`src/logic/mem_soc_pkg.sv`:
```
`default_nettype none

package mem_soc_pkg;

	typedef logic [15:0] addr_t;
	typedef logic [31:0] word_t;
	typedef logic [3:0]  strobe_t;
	typedef logic [15:0] count_t;
	typedef logic [7:0]  byte_t;

	// address map.
	localparam addr_t INST_LIMIT = 16'h0FFC;
	localparam addr_t DATA_BASE  = 16'h1000;
	localparam int    ROM_WORDS  = 1024;
	localparam int    RAM_WORDS  = 256;
	localparam int    ROM_AW     = $clog2(ROM_WORDS);
	localparam int    RAM_AW     = $clog2(RAM_WORDS);

	// serial link and report.
	localparam int CLKS_PER_BIT = 4;
	localparam int FRAME_BITS   = 10;  // start, 8 data, stop.
	localparam int TIMER_W      = $clog2(CLKS_PER_BIT);
	localparam int BITCNT_W     = $clog2(FRAME_BITS);
	localparam int TX_CREDITS   = 2;
	localparam int CREDIT_W     = $clog2(TX_CREDITS + 1);
	localparam int PTR_W        = $clog2(TX_CREDITS);
	localparam int REPORT_BYTES = 6;
	localparam int IDX_W        = $clog2(REPORT_BYTES + 1);

	typedef struct packed {
		logic    write;
		addr_t   addr;
		word_t   wdata;
		strobe_t strobe;
		logic    valid;
	} mem_req_t;

	typedef struct packed {
		logic  valid;
		word_t rdata;
	} mem_rsp_t;

	typedef struct packed {
		count_t inst_reads;
		count_t data_reads;
		count_t data_writes;
	} count_set_t;

	typedef enum logic [1:0] {IDLE, SNAP, SEND} ctrl_state_t;

	// instruction store contents, indexed by word.
	function automatic word_t rom_word(input logic [ROM_AW-1:0] idx);
		return (word_t'(idx) * 32'h9E37_79B1) ^ 32'hA5A5_0000;
	endfunction

endpackage

`default_nettype wire

```
`src/logic/uart_tx.sv`:
```
`timescale 1ns/1ps
`default_nettype none

module uart_tx (
	input  wire logic               clk,
	input  wire logic               rst,
	input  wire logic               push,
	input  wire mem_soc_pkg::byte_t din,
	output logic                    credit,
	output logic                    txd
);

	import mem_soc_pkg::*;

	byte_t                fifo [TX_CREDITS];
	logic [PTR_W-1:0]     wr_ptr;
	logic [PTR_W-1:0]     rd_ptr;
	logic [CREDIT_W-1:0]  fill;
	logic                 active;
	logic [FRAME_BITS-1:0] shift;
	logic [TIMER_W-1:0]   timer;
	logic [BITCNT_W-1:0]  bit_cnt;
	logic                 bit_end;
	logic                 load;

	assign bit_end = active && (timer == TIMER_W'(CLKS_PER_BIT - 1));
	assign load    = !active && (fill != '0);
	assign txd     = shift[0];  // idles high once the stop bit is out.

	always_ff @(posedge clk) begin
		if (push)
			fifo[wr_ptr] <= din;
	end

	// ########################################
	// buffer pointers and serializer
	// ########################################

	always_ff @(posedge clk) begin
		if (rst) begin
			wr_ptr  <= '0;
			rd_ptr  <= '0;
			fill    <= '0;
			active  <= 1'b0;
			shift   <= '1;
			timer   <= '0;
			bit_cnt <= '0;
			credit  <= 1'b0;
		end else begin
			credit <= 1'b0;
			fill   <= fill + CREDIT_W'(push) - CREDIT_W'(load);
			if (push)
				wr_ptr <= wr_ptr + 1'b1;
			if (load) begin
				rd_ptr  <= rd_ptr + 1'b1;
				active  <= 1'b1;
				shift   <= {1'b1, fifo[rd_ptr], 1'b0};  // stop, data, start.
				timer   <= '0;
				bit_cnt <= '0;
			end else if (active) begin
				timer <= timer + 1'b1;
				if (bit_end) begin
					timer   <= '0;
					shift   <= {1'b1, shift[FRAME_BITS-1:1]};
					bit_cnt <= bit_cnt + 1'b1;
					if (bit_cnt == BITCNT_W'(FRAME_BITS - 1)) begin
						active <= 1'b0;
						credit <= 1'b1;  // stop bit done.
					end
				end
			end
		end
	end

endmodule

`default_nettype wire

```
`config.mk`:
```
export PLATFORM = sky130hd
export DESIGN_NAME = uart_tx
export DESIGN_NICKNAME = d
export VERILOG_FILES = /design/src/logic/mem_soc_pkg.sv /design/src/logic/uart_tx.sv
export SDC_FILE = /design/constraint.sdc
export NUM_CORES = 1
export LEC_CHECK = 0
export ABC_AREA = 0
export BUFFER_PORTS_ARGS = -buffer_cell sky130_fd_sc_hd__buf_4
export CAP_MARGIN = 20
export CORE_MARGIN = 2
export CORE_UTILIZATION = 55
export DETAILED_ROUTE_END_ITERATION = 10
export PLACE_DENSITY = 0.78
export SLEW_MARGIN = 30
export SYNTH_ARGS = -nofsm -noshare
export SYNTH_HDL_FRONTEND = slang
export SYNTH_SLANG_ARGS = --single-unit
export TNS_END_PERCENT = 50
```
`constraint.sdc`:
```
create_clock -name clk -period 2.4 [get_ports clk]
set_input_delay 0 -clock clk [delete_from_list [all_inputs] [get_ports clk]]
set_output_delay 0 -clock clk [all_outputs]
set_load 0.01 [all_outputs]
```
==> run summary <==
The flow ran to the end, and the final reports show no timing, DRC or antenna violations. The power per unit of standard cell area is 683.1 nW/µm². Clock tree synthesis selected as its root buffer the cell sky130_fd_sc_hd__clkbuf_4. For the worst setup path, the data arrival time is 2.03 ns. The fraction of power consumed by combinational cells came out at 11.1%.

Final count of pins violating max slew: 0. The first global-routing pass estimated 4.347 mm of wire. The overall routing resource usage is 18.59%, and the total iterations of the first detailed-routing run is 4. The average instance in the mapped netlist occupies 11.74 µm². In the final timing run, aggregate negative setup slack is 0 ns. On the critical path, the stage with the largest delay is an instance of sky130_fd_sc_hd__o21bai_1. TritonCTS built the clock tree. For this run, the number of Yosys warnings is 0. End point of the most critical hold path: fifo[0][7].

For this run, the post-layout net count is 164. In this run the horizontal extent of the chip is 55.86 µm. The portion of total power attributed to sequential cells came out at 63.8%. The run gives 2.63 ns as the critical path data required time. The logs give 16 for the first-iteration detailed-routing DRC count and 0.007796 ns for the worst-case clock skew. The run gives 0 as the global-route congestion overflow total. Counting the fill cells in the layout gives 179. The met1 routing resource usage after global routing is 19.08%. The startpoint identified for the worst register-to-register timing path is fill[0].

The design internal power came out at 897.9 µW. The tools report the count of distinct cell types in the synthesized netlist as 28. The initial antenna violation count came out at 0. The placed instances occupy a cell area of 1573 µm². The initial utilization of the core area, before any placement, comes to 58.63%.

The run gives 17 as the maximum number of pins on one net before global-route repair. For this run, design rule violations remaining after detail routing come to 0. For the finished layout, the period the worst path requires is 1.795 ns. The logs give 0.6047 ns for the post-layout worst setup margin and 279.0 µW for the switching power of the nets. The tools report the kind of launch point of the worst setup path as a flip-flop. In this run the count of I/O pins placed on the die edge is 13.

The flop-to-flop setup slack is 0.60 ns, and the number of vias after detailed routing is 970. The final design instance area without fill is 1723 µm², and the number of global-route vias before repair is 1051. The end of the worst register-to-register path was bit_cnt[1].

When the netlist entered floorplanning its net count stood at 141. For met3 alone, demand over resource in global routing was 4.884%. In this run the most used layer during global routing was met2. For the total core area, the log shows 2522 µm².

In the global route stage, met2 resource usage came out at 31.97%. Across the whole layout, storage elements account for 920.9 µm². IR analysis of the VDD net gives a maximum drop of 546.2 µV. The initialized floorplan defines 18 standard-cell rows. The run gives 505.5 µm² as the multi-input gate area in the final layout. Setup violations remaining at the end of the flow were counted as 0.

Static timing analysis puts the maximum clock frequency at 557.0 MHz. In the layout the commonest cells are 22 x sky130_fd_sc_hd__dfxtp_1, 16 x sky130_fd_sc_hd__edfxtp_1, 13 x sky130_fd_sc_hd__buf_4, 11 x sky130_fd_sc_hd__a21oi_1. The antenna diode count came out at 0. For the proportion of synthesized chip area in sequential cells, the log shows 62.27%.

The critical path in this run is classified as reg2reg. Routability-driven placement finished with a final weighted congestion of 0.7393. In the finished design, the share of the clock period the worst path needs comes to 74.80%.

The clock drives 38 sinks. The number of gates resized after CTS was 0. The tools report the clock latency on the worst-skew pair as 0.33 ns. The number of buffers between clock root and the deepest sink is 2, and the total wire length is 2.395 mm. The cell area that synthesis handed to floorplanning was 1479 µm². The number of routed nets with antenna violations was 0; the floorplan die height was 55.86 µm. In the routed layout, each cell is associated on average with a via count of 5.389.

The post-synthesis to final-layout area growth is 16.50%, and the worst-case headroom to the max-slew limit is 40.84%. Buffers inserted during clock tree synthesis total 5. Setup repair after global routing left no endpoint under its margin. Clock-pin slew was measured on the worst setup and hold paths at 0.10 ns.

The floorplan step defined a die boundary enclosing 3120 µm². The HPWL after detailed placement is 1.615 mm. The worst hold path was traced through 2 stages. After technology mapping, the gate count stands at 126. Flip-flop and latch count after synthesis: 38. Walking the worst path, the cells encountered are o21bai_1, nand2b_1, a211oi_1. The maximum fanout encountered on the critical timing path is 12, and the number of H-tree levels is 2. Port buffering added 12 buffers. The kind of path behind the tightest hold check was in2reg. The final count of hold timing violations is 0, and the maximum cell stage delay along the critical path is 0.71 ns. The logs give 0 for the count of maximum capacitance violations and 25.1% for the part of the total power dissipated in the clock network.

Kind of end point of the critical path: a flip-flop. The startpoint identified for the worst hold timing path is din[7]. The most common cell after layout, fill and taps aside was sky130_fd_sc_hd__dfxtp_1. The pre-CTS worst setup slack came out at 0.6352 ns.

For the leakage power summed over all cells, the log shows 0.6596 nW. The routed length per placed instance works out to 13.31 µm. The net switching fraction of the power was 23.70%; the count of cells along the worst register-to-register path was 3. The slew at the pin closest to its max-slew limit is 0.8856 ns. The proportion of layout cells with a drive suffix above 1 works out to 12.67%.
synthesized netlist by cell type (all sizes together):
| cell | instances | area share (%) |
|---|---|---|
| ha | 4 | 3.4 |
| o21ai | 2 | 0.68 |
| or3 | 1 | 0.42 |
| xor2 | 3 | 1.8 |
| nor2 | 10 | 2.5 |
| o211ai | 7 | 3.6 |
| buf | 6 | 2.5 |
| clkbuf | 1 | 0.25 |
| a211o | 1 | 0.59 |
| mux2i | 8 | 5.4 |
| nor3b | 1 | 0.51 |
| nand2 | 6 | 1.5 |
| a211oi | 1 | 0.51 |
| nand3b | 1 | 0.51 |
| and2 | 2 | 0.85 |
| dfxtp | 22 | 30 |
| nand2b | 1 | 0.42 |
| a21o | 1 | 0.51 |
| edfxtp | 16 | 32 |
| inv | 3 | 0.76 |
| nand3 | 10 | 3.4 |
| a21oi | 11 | 3.7 |
| o21bai | 1 | 0.51 |
| o31ai | 1 | 0.51 |
| xnor2 | 2 | 1.2 |
| nor4 | 1 | 0.42 |
| nor2b | 3 | 1.3 |
worst max-delay path by stage:
stage	start	end	slack, ns	cells past startpoint
2_1_floorplan	timer[0]	shift[4]	1.19	5
3_3_place_gp	fill[0]	credit	0.72	3
3_5_place_dp	fill[0]	bit_cnt[1]	0.64	3
4_1_cts	fill[0]	bit_cnt[1]	0.61	3
5_1_grt	fill[0]	bit_cnt[1]	0.44	3
6_report	fill[0]	bit_cnt[1]	0.60	3
flip-flops by register name, indices dropped and copies added, names as in the netlist, named ones only:
register / cells
fill: 2
fifo: 16
timer: 2
bit_cnt: 4
rd_ptr: 1
wr_ptr: 1
credit: 1
active: 1
shift: 9
power by group through the flow:
stage | clock (mW) | sequential [mW] | combinational, mW
2_1_floorplan | 0 | 0.749 | 0.0965
3_3_place_gp | 0 | 0.763 | 0.111
3_5_place_dp | 0 | 0.766 | 0.118
4_1_cts | 0.305 | 0.751 | 0.131
5_1_grt | 0.334 | 0.757 | 0.148
6_report | 0.295 | 0.751 | 0.131
layout make-up:
type,instances,area share [%]
Timing Repair Buffer,23,11.47
Clock buffer,6,2.397
Sequential cell,38,53.45
Inverter,3,0.6536
Tap cell,30,2.179
Multi-Input combinational cell,78,29.34
Clock inverter,2,0.5084
per-stage QoR:
| stage | hold slack (ns) | utilization (%) | cells | power [mW] |
|---|---|---|---|---|
| 6_report | 0.3951 | 68.30 | 180 | 1.177 |
| 5_1_grt | 0.3868 | 68.30 | 180 | 1.239 |
| 4_1_cts | 0.3787 | 68.30 | 180 | 1.188 |
| 3_5_place_dp | 0.1877 | 62.35 | 162 | 0.8836 |
| 3_3_place_gp | 0.1852 | 62.35 | 162 | 0.8741 |
| 2_1_floorplan | 0.07161 | - | 126 | 0.8456 |
cells by family (layout without fill, tap and decap cells):
| logic type | count (synthesis) | after routing | synth area share, % |
|---|---|---|---|
| DFF | 38 | 38 | 62.27 |
| and+or+nand+nor | 36 | 36 | 11.85 |
| AOI/OAI and AO/OA | 25 | 25 | 10.58 |
| buffers and inverters | 10 | 34 | 3.553 |
| muxes | 8 | 8 | 5.415 |
| xor gates and xnor gates | 5 | 5 | 2.962 |
| adders and majority gates | 4 | 4 | 3.384 |
routing by layer:
layer  share of wire [%]  wire, µm
met5                   0         0
met4                 3.4        82
met3                 2.8        68
met2                  51      1228
met1                  42      1015
worst max-delay path, delay by kind of cell (launching register included):
family / cells / cell delay (ns)
DFF: 1 / 0.34
AOI/OAI and AO/OA: 2 / 1.03
and+or+nand+nor: 1 / 0.33
what timing repair did:
| item | in CTS | in global routing |
|---|---|---|
| hold endpoints to repair | 24 | 0 |
| hold buffers | 10 | 0 |
| setup buffers | 0 | 0 |
(Power assumes the default switching activity.)
