**src/logic/mem_soc_pkg.sv**
```systemverilog
`default_nettype none

package mem_soc_pkg;

	typedef logic [15:0] addr_t;
	typedef logic [31:0] word_t;
	typedef logic [3:0]  strobe_t;
	typedef logic [15:0] count_t;
	typedef logic [7:0]  byte_t;

	// address map.
	localparam addr_t INST_LIMIT = 16'h0FFC;
	localparam addr_t DATA_BASE  = 16'h1000;
	localparam int    ROM_WORDS  = 1024;
	localparam int    RAM_WORDS  = 256;
	localparam int    ROM_AW     = $clog2(ROM_WORDS);
	localparam int    RAM_AW     = $clog2(RAM_WORDS);

	// serial link and report.
	localparam int CLKS_PER_BIT = 4;
	localparam int FRAME_BITS   = 10;  // start, 8 data, stop.
	localparam int TIMER_W      = $clog2(CLKS_PER_BIT);
	localparam int BITCNT_W     = $clog2(FRAME_BITS);
	localparam int TX_CREDITS   = 2;
	localparam int CREDIT_W     = $clog2(TX_CREDITS + 1);
	localparam int PTR_W        = $clog2(TX_CREDITS);
	localparam int REPORT_BYTES = 6;
	localparam int IDX_W        = $clog2(REPORT_BYTES + 1);

	typedef struct packed {
		logic    write;
		addr_t   addr;
		word_t   wdata;
		strobe_t strobe;
		logic    valid;
	} mem_req_t;

	typedef struct packed {
		logic  valid;
		word_t rdata;
	} mem_rsp_t;

	typedef struct packed {
		count_t inst_reads;
		count_t data_reads;
		count_t data_writes;
	} count_set_t;

	typedef enum logic [1:0] {IDLE, SNAP, SEND} ctrl_state_t;

	// instruction store contents, indexed by word.
	function automatic word_t rom_word(input logic [ROM_AW-1:0] idx);
		return (word_t'(idx) * 32'h9E37_79B1) ^ 32'hA5A5_0000;
	endfunction

endpackage

`default_nettype wire

```
**src/logic/access_counter.sv**
```systemverilog
`timescale 1ns/1ps
`default_nettype none

module access_counter (
	input  wire logic             clk,
	input  wire logic             rst,
	input  wire logic             inc_inst,
	input  wire logic             inc_dread,
	input  wire logic             inc_dwrite,
	input  wire logic             snap,
	output mem_soc_pkg::count_set_t counts
);

	import mem_soc_pkg::*;

	count_set_t cnt;

	// sticks at all ones.
	function automatic count_t bump(input count_t c, input logic inc);
		return (inc && c != '1) ? c + 1'b1 : c;
	endfunction

	always_ff @(posedge clk) begin
		if (rst) begin
			cnt    <= '0;
			counts <= '0;
		end else if (snap) begin
			counts          <= cnt;
			cnt.inst_reads  <= count_t'(inc_inst);  // same-cycle hit lands after the clear.
			cnt.data_reads  <= count_t'(inc_dread);
			cnt.data_writes <= count_t'(inc_dwrite);
		end else begin
			cnt.inst_reads  <= bump(cnt.inst_reads, inc_inst);
			cnt.data_reads  <= bump(cnt.data_reads, inc_dread);
			cnt.data_writes <= bump(cnt.data_writes, inc_dwrite);
		end
	end

endmodule

`default_nettype wire

```
**config.mk**
```make
export PLATFORM = sky130hd
export DESIGN_NAME = access_counter
export DESIGN_NICKNAME = d
export VERILOG_FILES = /design/src/logic/mem_soc_pkg.sv /design/src/logic/access_counter.sv
export SDC_FILE = /design/constraint.sdc
export NUM_CORES = 1
export LEC_CHECK = 0
export BUFFER_PORTS_ARGS = -buffer_cell sky130_fd_sc_hd__buf_4
export CELL_PAD_IN_SITES_DETAIL_PLACEMENT = 1
export CELL_PAD_IN_SITES_GLOBAL_PLACEMENT = 1
export CORE_ASPECT_RATIO = 1.1
export CORE_UTILIZATION = 25
export CTS_BUF_LIST = sky130_fd_sc_hd__clkbuf_8
export CTS_CLUSTER_SIZE = 30
export DETAILED_ROUTE_END_ITERATION = 8
export GPL_TIMING_DRIVEN = 0
export PLACE_DENSITY_LB_ADDON = 0.1
export SLEW_MARGIN = 20
export SYNTH_ARGS = -nofsm -noshare
export SYNTH_HDL_FRONTEND = slang
export SYNTH_SLANG_ARGS = --single-unit
```
**constraint.sdc**
```tcl
create_clock -name clk -period 2.1 [get_ports clk]
set_clock_uncertainty 0.2 [all_clocks]
set_input_delay 0.21 -clock clk [delete_from_list [all_inputs] [get_ports clk]]
set_output_delay 0.21 -clock clk [all_outputs]
set_load 0.01 [all_outputs]
```
==> run metrics, run 1 <==
status finished clean; Tcrit/Tclk final 96.6%; worst-path cell chain nand4_1 -> or3b_4 -> or4_1 -> a21oi_1; Post-synth EDFFs 0; vias in the first global route 3789; Critical Path AT between 2 and 2.5 ns; 1st-iter DRT viols roughly 100; GR Util met1 between 15 and 20%; CP endpoint kind register; row count 49; final wirelength 12300 um; post-synth top area share 45.6%; busiest grt layer met2; syn avg cell area 9.02 um^2; LEAKAGE 2.02 nW; Die H 138 um; CTS Buffer Depth 2; FF-to-FF setup slack between 0.07 and 0.08 ns; final worst setup slack between 0.07 and 0.08 ns; worst-path maximum fanout 5; IO Port Bufs 51; measured slew at the worst slew-check pin 0.786 ns; post-route ant nets 0; Yosys top cell by area dfxtp_1; num ports 54; type of the worst min-delay path input port to register; Setup crit end cnt[11]; CP startpoint kind register; CTS tree built; first-pass GRT wire length 20300 um; cell area after synthesis about 0.0042 mm^2; Worst R2R End cnt[11]; top_reg_cell synth dfxtp_1; die area 0.0174 mm^2; Power Internal 2.40 mW; Initial Util 25.6%; commonest non-fill, non-tap cells in the layout dfxtp_1 (88), nor2_1 (59), buf_4 (58); H-tree levels 3; global placer's final weighted congestion 0.775; final worst path period need 2.03 ns; root cell of the clock tree clkbuf_8; clk sinks between 90 and 100; dpl ws -0.607 ns; TritonRoute pass-1 iters 4; grt ovf 0; Area contributors post-synth dfxtp_1 (46%), mux2i_1 (13%), nor2_1 (5.3%); vias per cell 5.07; syn nets 476; VDD IR max about 0.23 mV; max_slew headroom 47.6%; yosys warns 0; final core utilization 31.4%; sequential fraction of the synthesis area between 40% and 50%; met2 usage 24.1%; synthesized flop and latch total 96; Synth cell types 43; Clk network pwr share 36.4%; Post-DP HPWL 8670 um; final hold violations 0; switching pwr 0.757 mW; DRC 0; Comb power frac under 10%; Crit-path slowest cell or3b_4; Core Region 0.0164 mm^2; FF-to-FF Start cnt[9]; WL per Instance between 15 and 20 um; Max-Cap Viols 0; CP max stage delay 0.48 ns; share of layout cells above drive strength 1 18.6%; PD cells 610 mW/mm^2; Final Setup Violations 0; number of CTS-inserted buffers 9; largest net degree at the start of global routing 14; Post-Syn Instances between 400 and 500; total number of vias 3765; sequential power share 58.5%; commonest non-fill, non-tap cell in the layout dfxtp_1; Worst-path clk slew 0.09 ns; cell depth of the worst flop-to-flop path 4; Area Growth Syn to Fin 22.7%; critical setup path kind register to register; Post-synth ARST share 0%; Total Nets Final between 500 and 600; final slew viol count 0; Crit path required time about 2.2 ns; Worst Setup SP cnt[9]; Die W around 130 um; GRT Total Usage between 10% and 20%; Net Sw Frac 24.0%; met3 Track Usage GR 2.05%; n_diodes 0; clk_lat worst skew 0.38 ns; fmax 493 MHz; initial antenna violation count 0
-- power by group through the flow --
| stage | clock (mW) | combinational, mW | sequential (mW) |
|---|---|---|---|
| 2_1_floorplan | 0 | 0.102 | 1.88 |
| 3_3_place_gp | 0 | 0.162 | 1.88 |
| 3_5_place_dp | 0 | 0.165 | 1.89 |
| 4_1_cts | 1.21 | 0.169 | 1.84 |
| 5_1_grt | 1.28 | 0.184 | 1.85 |
| 6_report | 1.15 | 0.164 | 1.84 |
-- registers in the layout (all words and copies together), names as in the netlist --
name	flops
counts	48
cnt	48
-- worst min-delay path by stage --
stage | startpoint | end | slack, ns | cells past startpoint
2_1_floorplan | inc_dread | cnt[17] | 0.17 | 2
3_3_place_gp | counts[24] | counts[24] | 0.27 | 2
3_5_place_dp | counts[4] | counts[4] | 0.29 | 2
4_1_cts | inc_dwrite | cnt[0] | 0.007 | 4
5_1_grt | inc_dwrite | cnt[1] | 0.05 | 4
6_report | inc_dwrite | cnt[0] | 0.02 | 4
-- metrics by stage --
stage               total power, mW  std cells  area [um^2]  setup TNS, ns  hold WS [ns]
floorplan                      1.98        467         4210              0         0.170
global placement               2.05        722         4850          -7.52         0.273
detailed placement             2.05        722         4850          -7.69         0.289
CTS                            3.22        739         5080      -0.000850       0.00679
global route                   3.30        743         5170        -0.0202        0.0496
finish                         3.15        743         5170              0        0.0188
-- critical path, delay by kind of cell (launching register included) --
family	cells	cell delay, ns
simple gates	3	1.20
flops	1	0.42
compound gates	1	0.14
-- logic make-up after synthesis --
family	after synthesis	share of synthesized area, %
compound gates	89	13.7
mux	54	12.8
fa+ha+maj	3	0.891
simple gates	189	23.6
buf+inv	36	3.36
flops	96	45.6
-- synthesized netlist by cell type, types with 7 or more instances --
cell type  number
a31oi_1         9
nor3_1          9
nand3_1        17
o31ai_1         7
nand4_1        13
inv_1           8
and3_1          7
clkbuf_1       19
nand2_1        29
dfxtp_1        96
or4_1           7
or3_1          13
and4_1         10
nor2_1         60
a21oi_1        30
o21ai_0        16
mux2i_1        54
-- metal layers --
metal / up-vias / wire length, um
met3: 15 / 255
met4: 0 / 279
li1: 1855 / -
met2: 50 / 5740
met1: 1845 / 5990
met5: - / 0
-- final cells by class --
cell class | instances | area, um^2
Clock buffer | 12 | 165
Clock inverter | 2 | 7.51
Tap cell | 204 | 255
Fill cell | 1924 | 11300
Multi-Input combinational cell | 335 | 2210
Timing Repair Buffer | 59 | 448
Inverter | 8 | 30.0
Buffer | 27 | 119
Sequential cell | 96 | 1930
-- repair_timing --
action	in CTS	in global routing
hold endpoints to repair	2	0
cloned	0	0
hold buffers	2	0
setup buffers	1	5
pin swaps	2	3
resized for setup	7	25
setup endpoints to repair	21	35
No activity file was read; power rests on OpenSTA's default activity.
==> run 2, diff against run 1 <==
--- a/config.mk
+++ b/config.mk
@@ -14,7 +14,7 @@
 export CTS_CLUSTER_SIZE = 30
 export DETAILED_ROUTE_END_ITERATION = 8
 export GPL_TIMING_DRIVEN = 0
-export PLACE_DENSITY_LB_ADDON = 0.1
+export PLACE_DENSITY = 0.51
 export SLEW_MARGIN = 20
 export SYNTH_ARGS = -nofsm -noshare
 export SYNTH_HDL_FRONTEND = slang
==> run metrics, run 2 (synthesis gave the netlist of run 1 again) <==
measured slew at the worst slew-check pin 0.751 ns; CTS tree built; PD cells 621 mW/mm^2; Design Power ~3.2 mW; hold depth 4; Crit path required time 2.20 ns; row count 49; IO Port Bufs ~50; final wirelength 12200 um; clk_lat worst skew 0.38 ns; Critical Path AT 2.14 ns; root cell of the clock tree clkbuf_8; fmax 490 MHz; TritonRoute pass-1 iters 4; top flop regs cnt: 48 flops, counts: 48 flops; Max-Cap Viols 0; cell depth of the worst flop-to-flop path 4; global placer's final weighted congestion 0.784; DRC 0; initial antenna violation count 0; Post-DP HPWL 8680 um; largest net degree at the start of global routing 15; final hold violations 0; LEAKAGE 2.00 nW; Final Setup Violations 0; n_diodes 0; final worst path period need 2.04 ns; number of CTS-inserted buffers 9; max_slew headroom 49.9%; Total Nets Final between 500 and 600; GRT Total Usage 14.6%; VDD IR max 0.238 mV; total number of vias 3742; worst-path maximum fanout 6; commonest non-fill, non-tap cells in the layout dfxtp_1 (86), nor2_1 (59), mux2i_1 (54); 1st-iter DRT viols roughly 130; CP endpoint kind register; grt ovf 0; vias in the first global route roughly 3700; Worst-path clk slew 0.10 ns; Core Region approximately 0.016 mm^2; CTS Buffer Depth 2; die area 0.0174 mm^2; first-pass GRT wire length approximately 20000 um; final slew viol count 0; Area Growth Syn to Fin 21.9%; vias per cell 5.04; Die W approximately 130 um; clk sinks 96; commonest non-fill, non-tap cell in the layout dfxtp_1; Finished Layout Cells 742; post-route ant nets 0; Initial Util 25.6%; type of the worst min-delay path input port to register; dpl cells 722; Die H approximately 140 um; unrepaired setup endpoints after global routing false; num ports 54; CP startpoint kind register; share of layout cells above drive strength 1 between 15 and 20%; Tcrit/Tclk final 97.1%; critical setup path kind register to register; H-tree levels 3; WL per Instance 16.5 um; status finished clean
-- run 2: cell types whose count changed in the layout (fill, tap and decap cells not counted), moves of 2 or more --
cell	previous run	this run
dfxtp_1	88	86
clkinv_2	0	3
dfxtp_2	7	9
clkbuf_8	12	9
buf_4	58	53
-- run 2: layout make-up --
class	count	area, um^2
plain buffers	28	120
clock buffers	9	124
clock inverters	7	56.3
fillers	1936	11300
inverters	8	30.0
multi-input cells	335	2190
flip-flops and latches	96	1940
well taps	204	255
repair buffers	55	418
-- run 2: repair_timing --
action | 4_1_cts | 5_1_grt
endpoints found under the setup margin | 24 | 36
resized for setup | 8 | 22
setup buffers | 0 | 2
hold buffers | 2 | 0
endpoints found under the hold margin | 2 | 0
pin swaps | 1 | 3
-- run 2: where the power goes --
part	switching, mW	internal [mW]	leakage, nW
Clock	0.649	0.533	0.107
Sequential	0.0135	1.83	0.779
Combinational	0.106	0.0573	1.12
Total	0.768	2.42	2.00
-- run 2: final timing paths --
| path | startpoint | end | slack (ns) |
|---|---|---|---|
| worst min-delay path | inc_dwrite | cnt[1] | 0.02 |
| worst min register to register | cnt[1] | cnt[1] | 0.29 |
| worst max register to register | cnt[4] | cnt[11] | 0.06 |
| worst max-delay path | cnt[4] | cnt[11] | 0.06 |
-- run 2: layer usage --
metal | up-vias | track usage [%] | share of wire (%)
met5 | - | 0 | 0
met4 | 0 | 6.59 | 2.1
met3 | 15 | 2.28 | 2.7
met2 | 48 | 24.2 | 47
met1 | 1812 | 18.7 | 48
li1 | 1867 | - | -
-- run 2: per-stage QoR --
stage / hold slack [ns] / instance area (um^2) / utilization (%) / setup TNS [ns] / setup slack [ns]
CTS: 0.00542 / 5080 / 30.9 / 0 / 0.00404
detailed placement: 0.291 / 4850 / 29.5 / -7.95 / -0.648
floorplan: 0.170 / 4210 / - / 0 / 0.206
finish: 0.0164 / 5130 / 31.3 / 0 / 0.0601
global route: 0.0168 / 5130 / 31.3 / 0 / 0.00337
global placement: 0.278 / 4850 / 29.5 / -7.23 / -0.645
-- run 2: worst max-delay path, stage by stage (launching register included) --
cell	delay (ns)
dfxtp_1	0.43
nand4_2	0.23
or3b_4	0.49
or4_1	0.47
a21oi_1	0.14
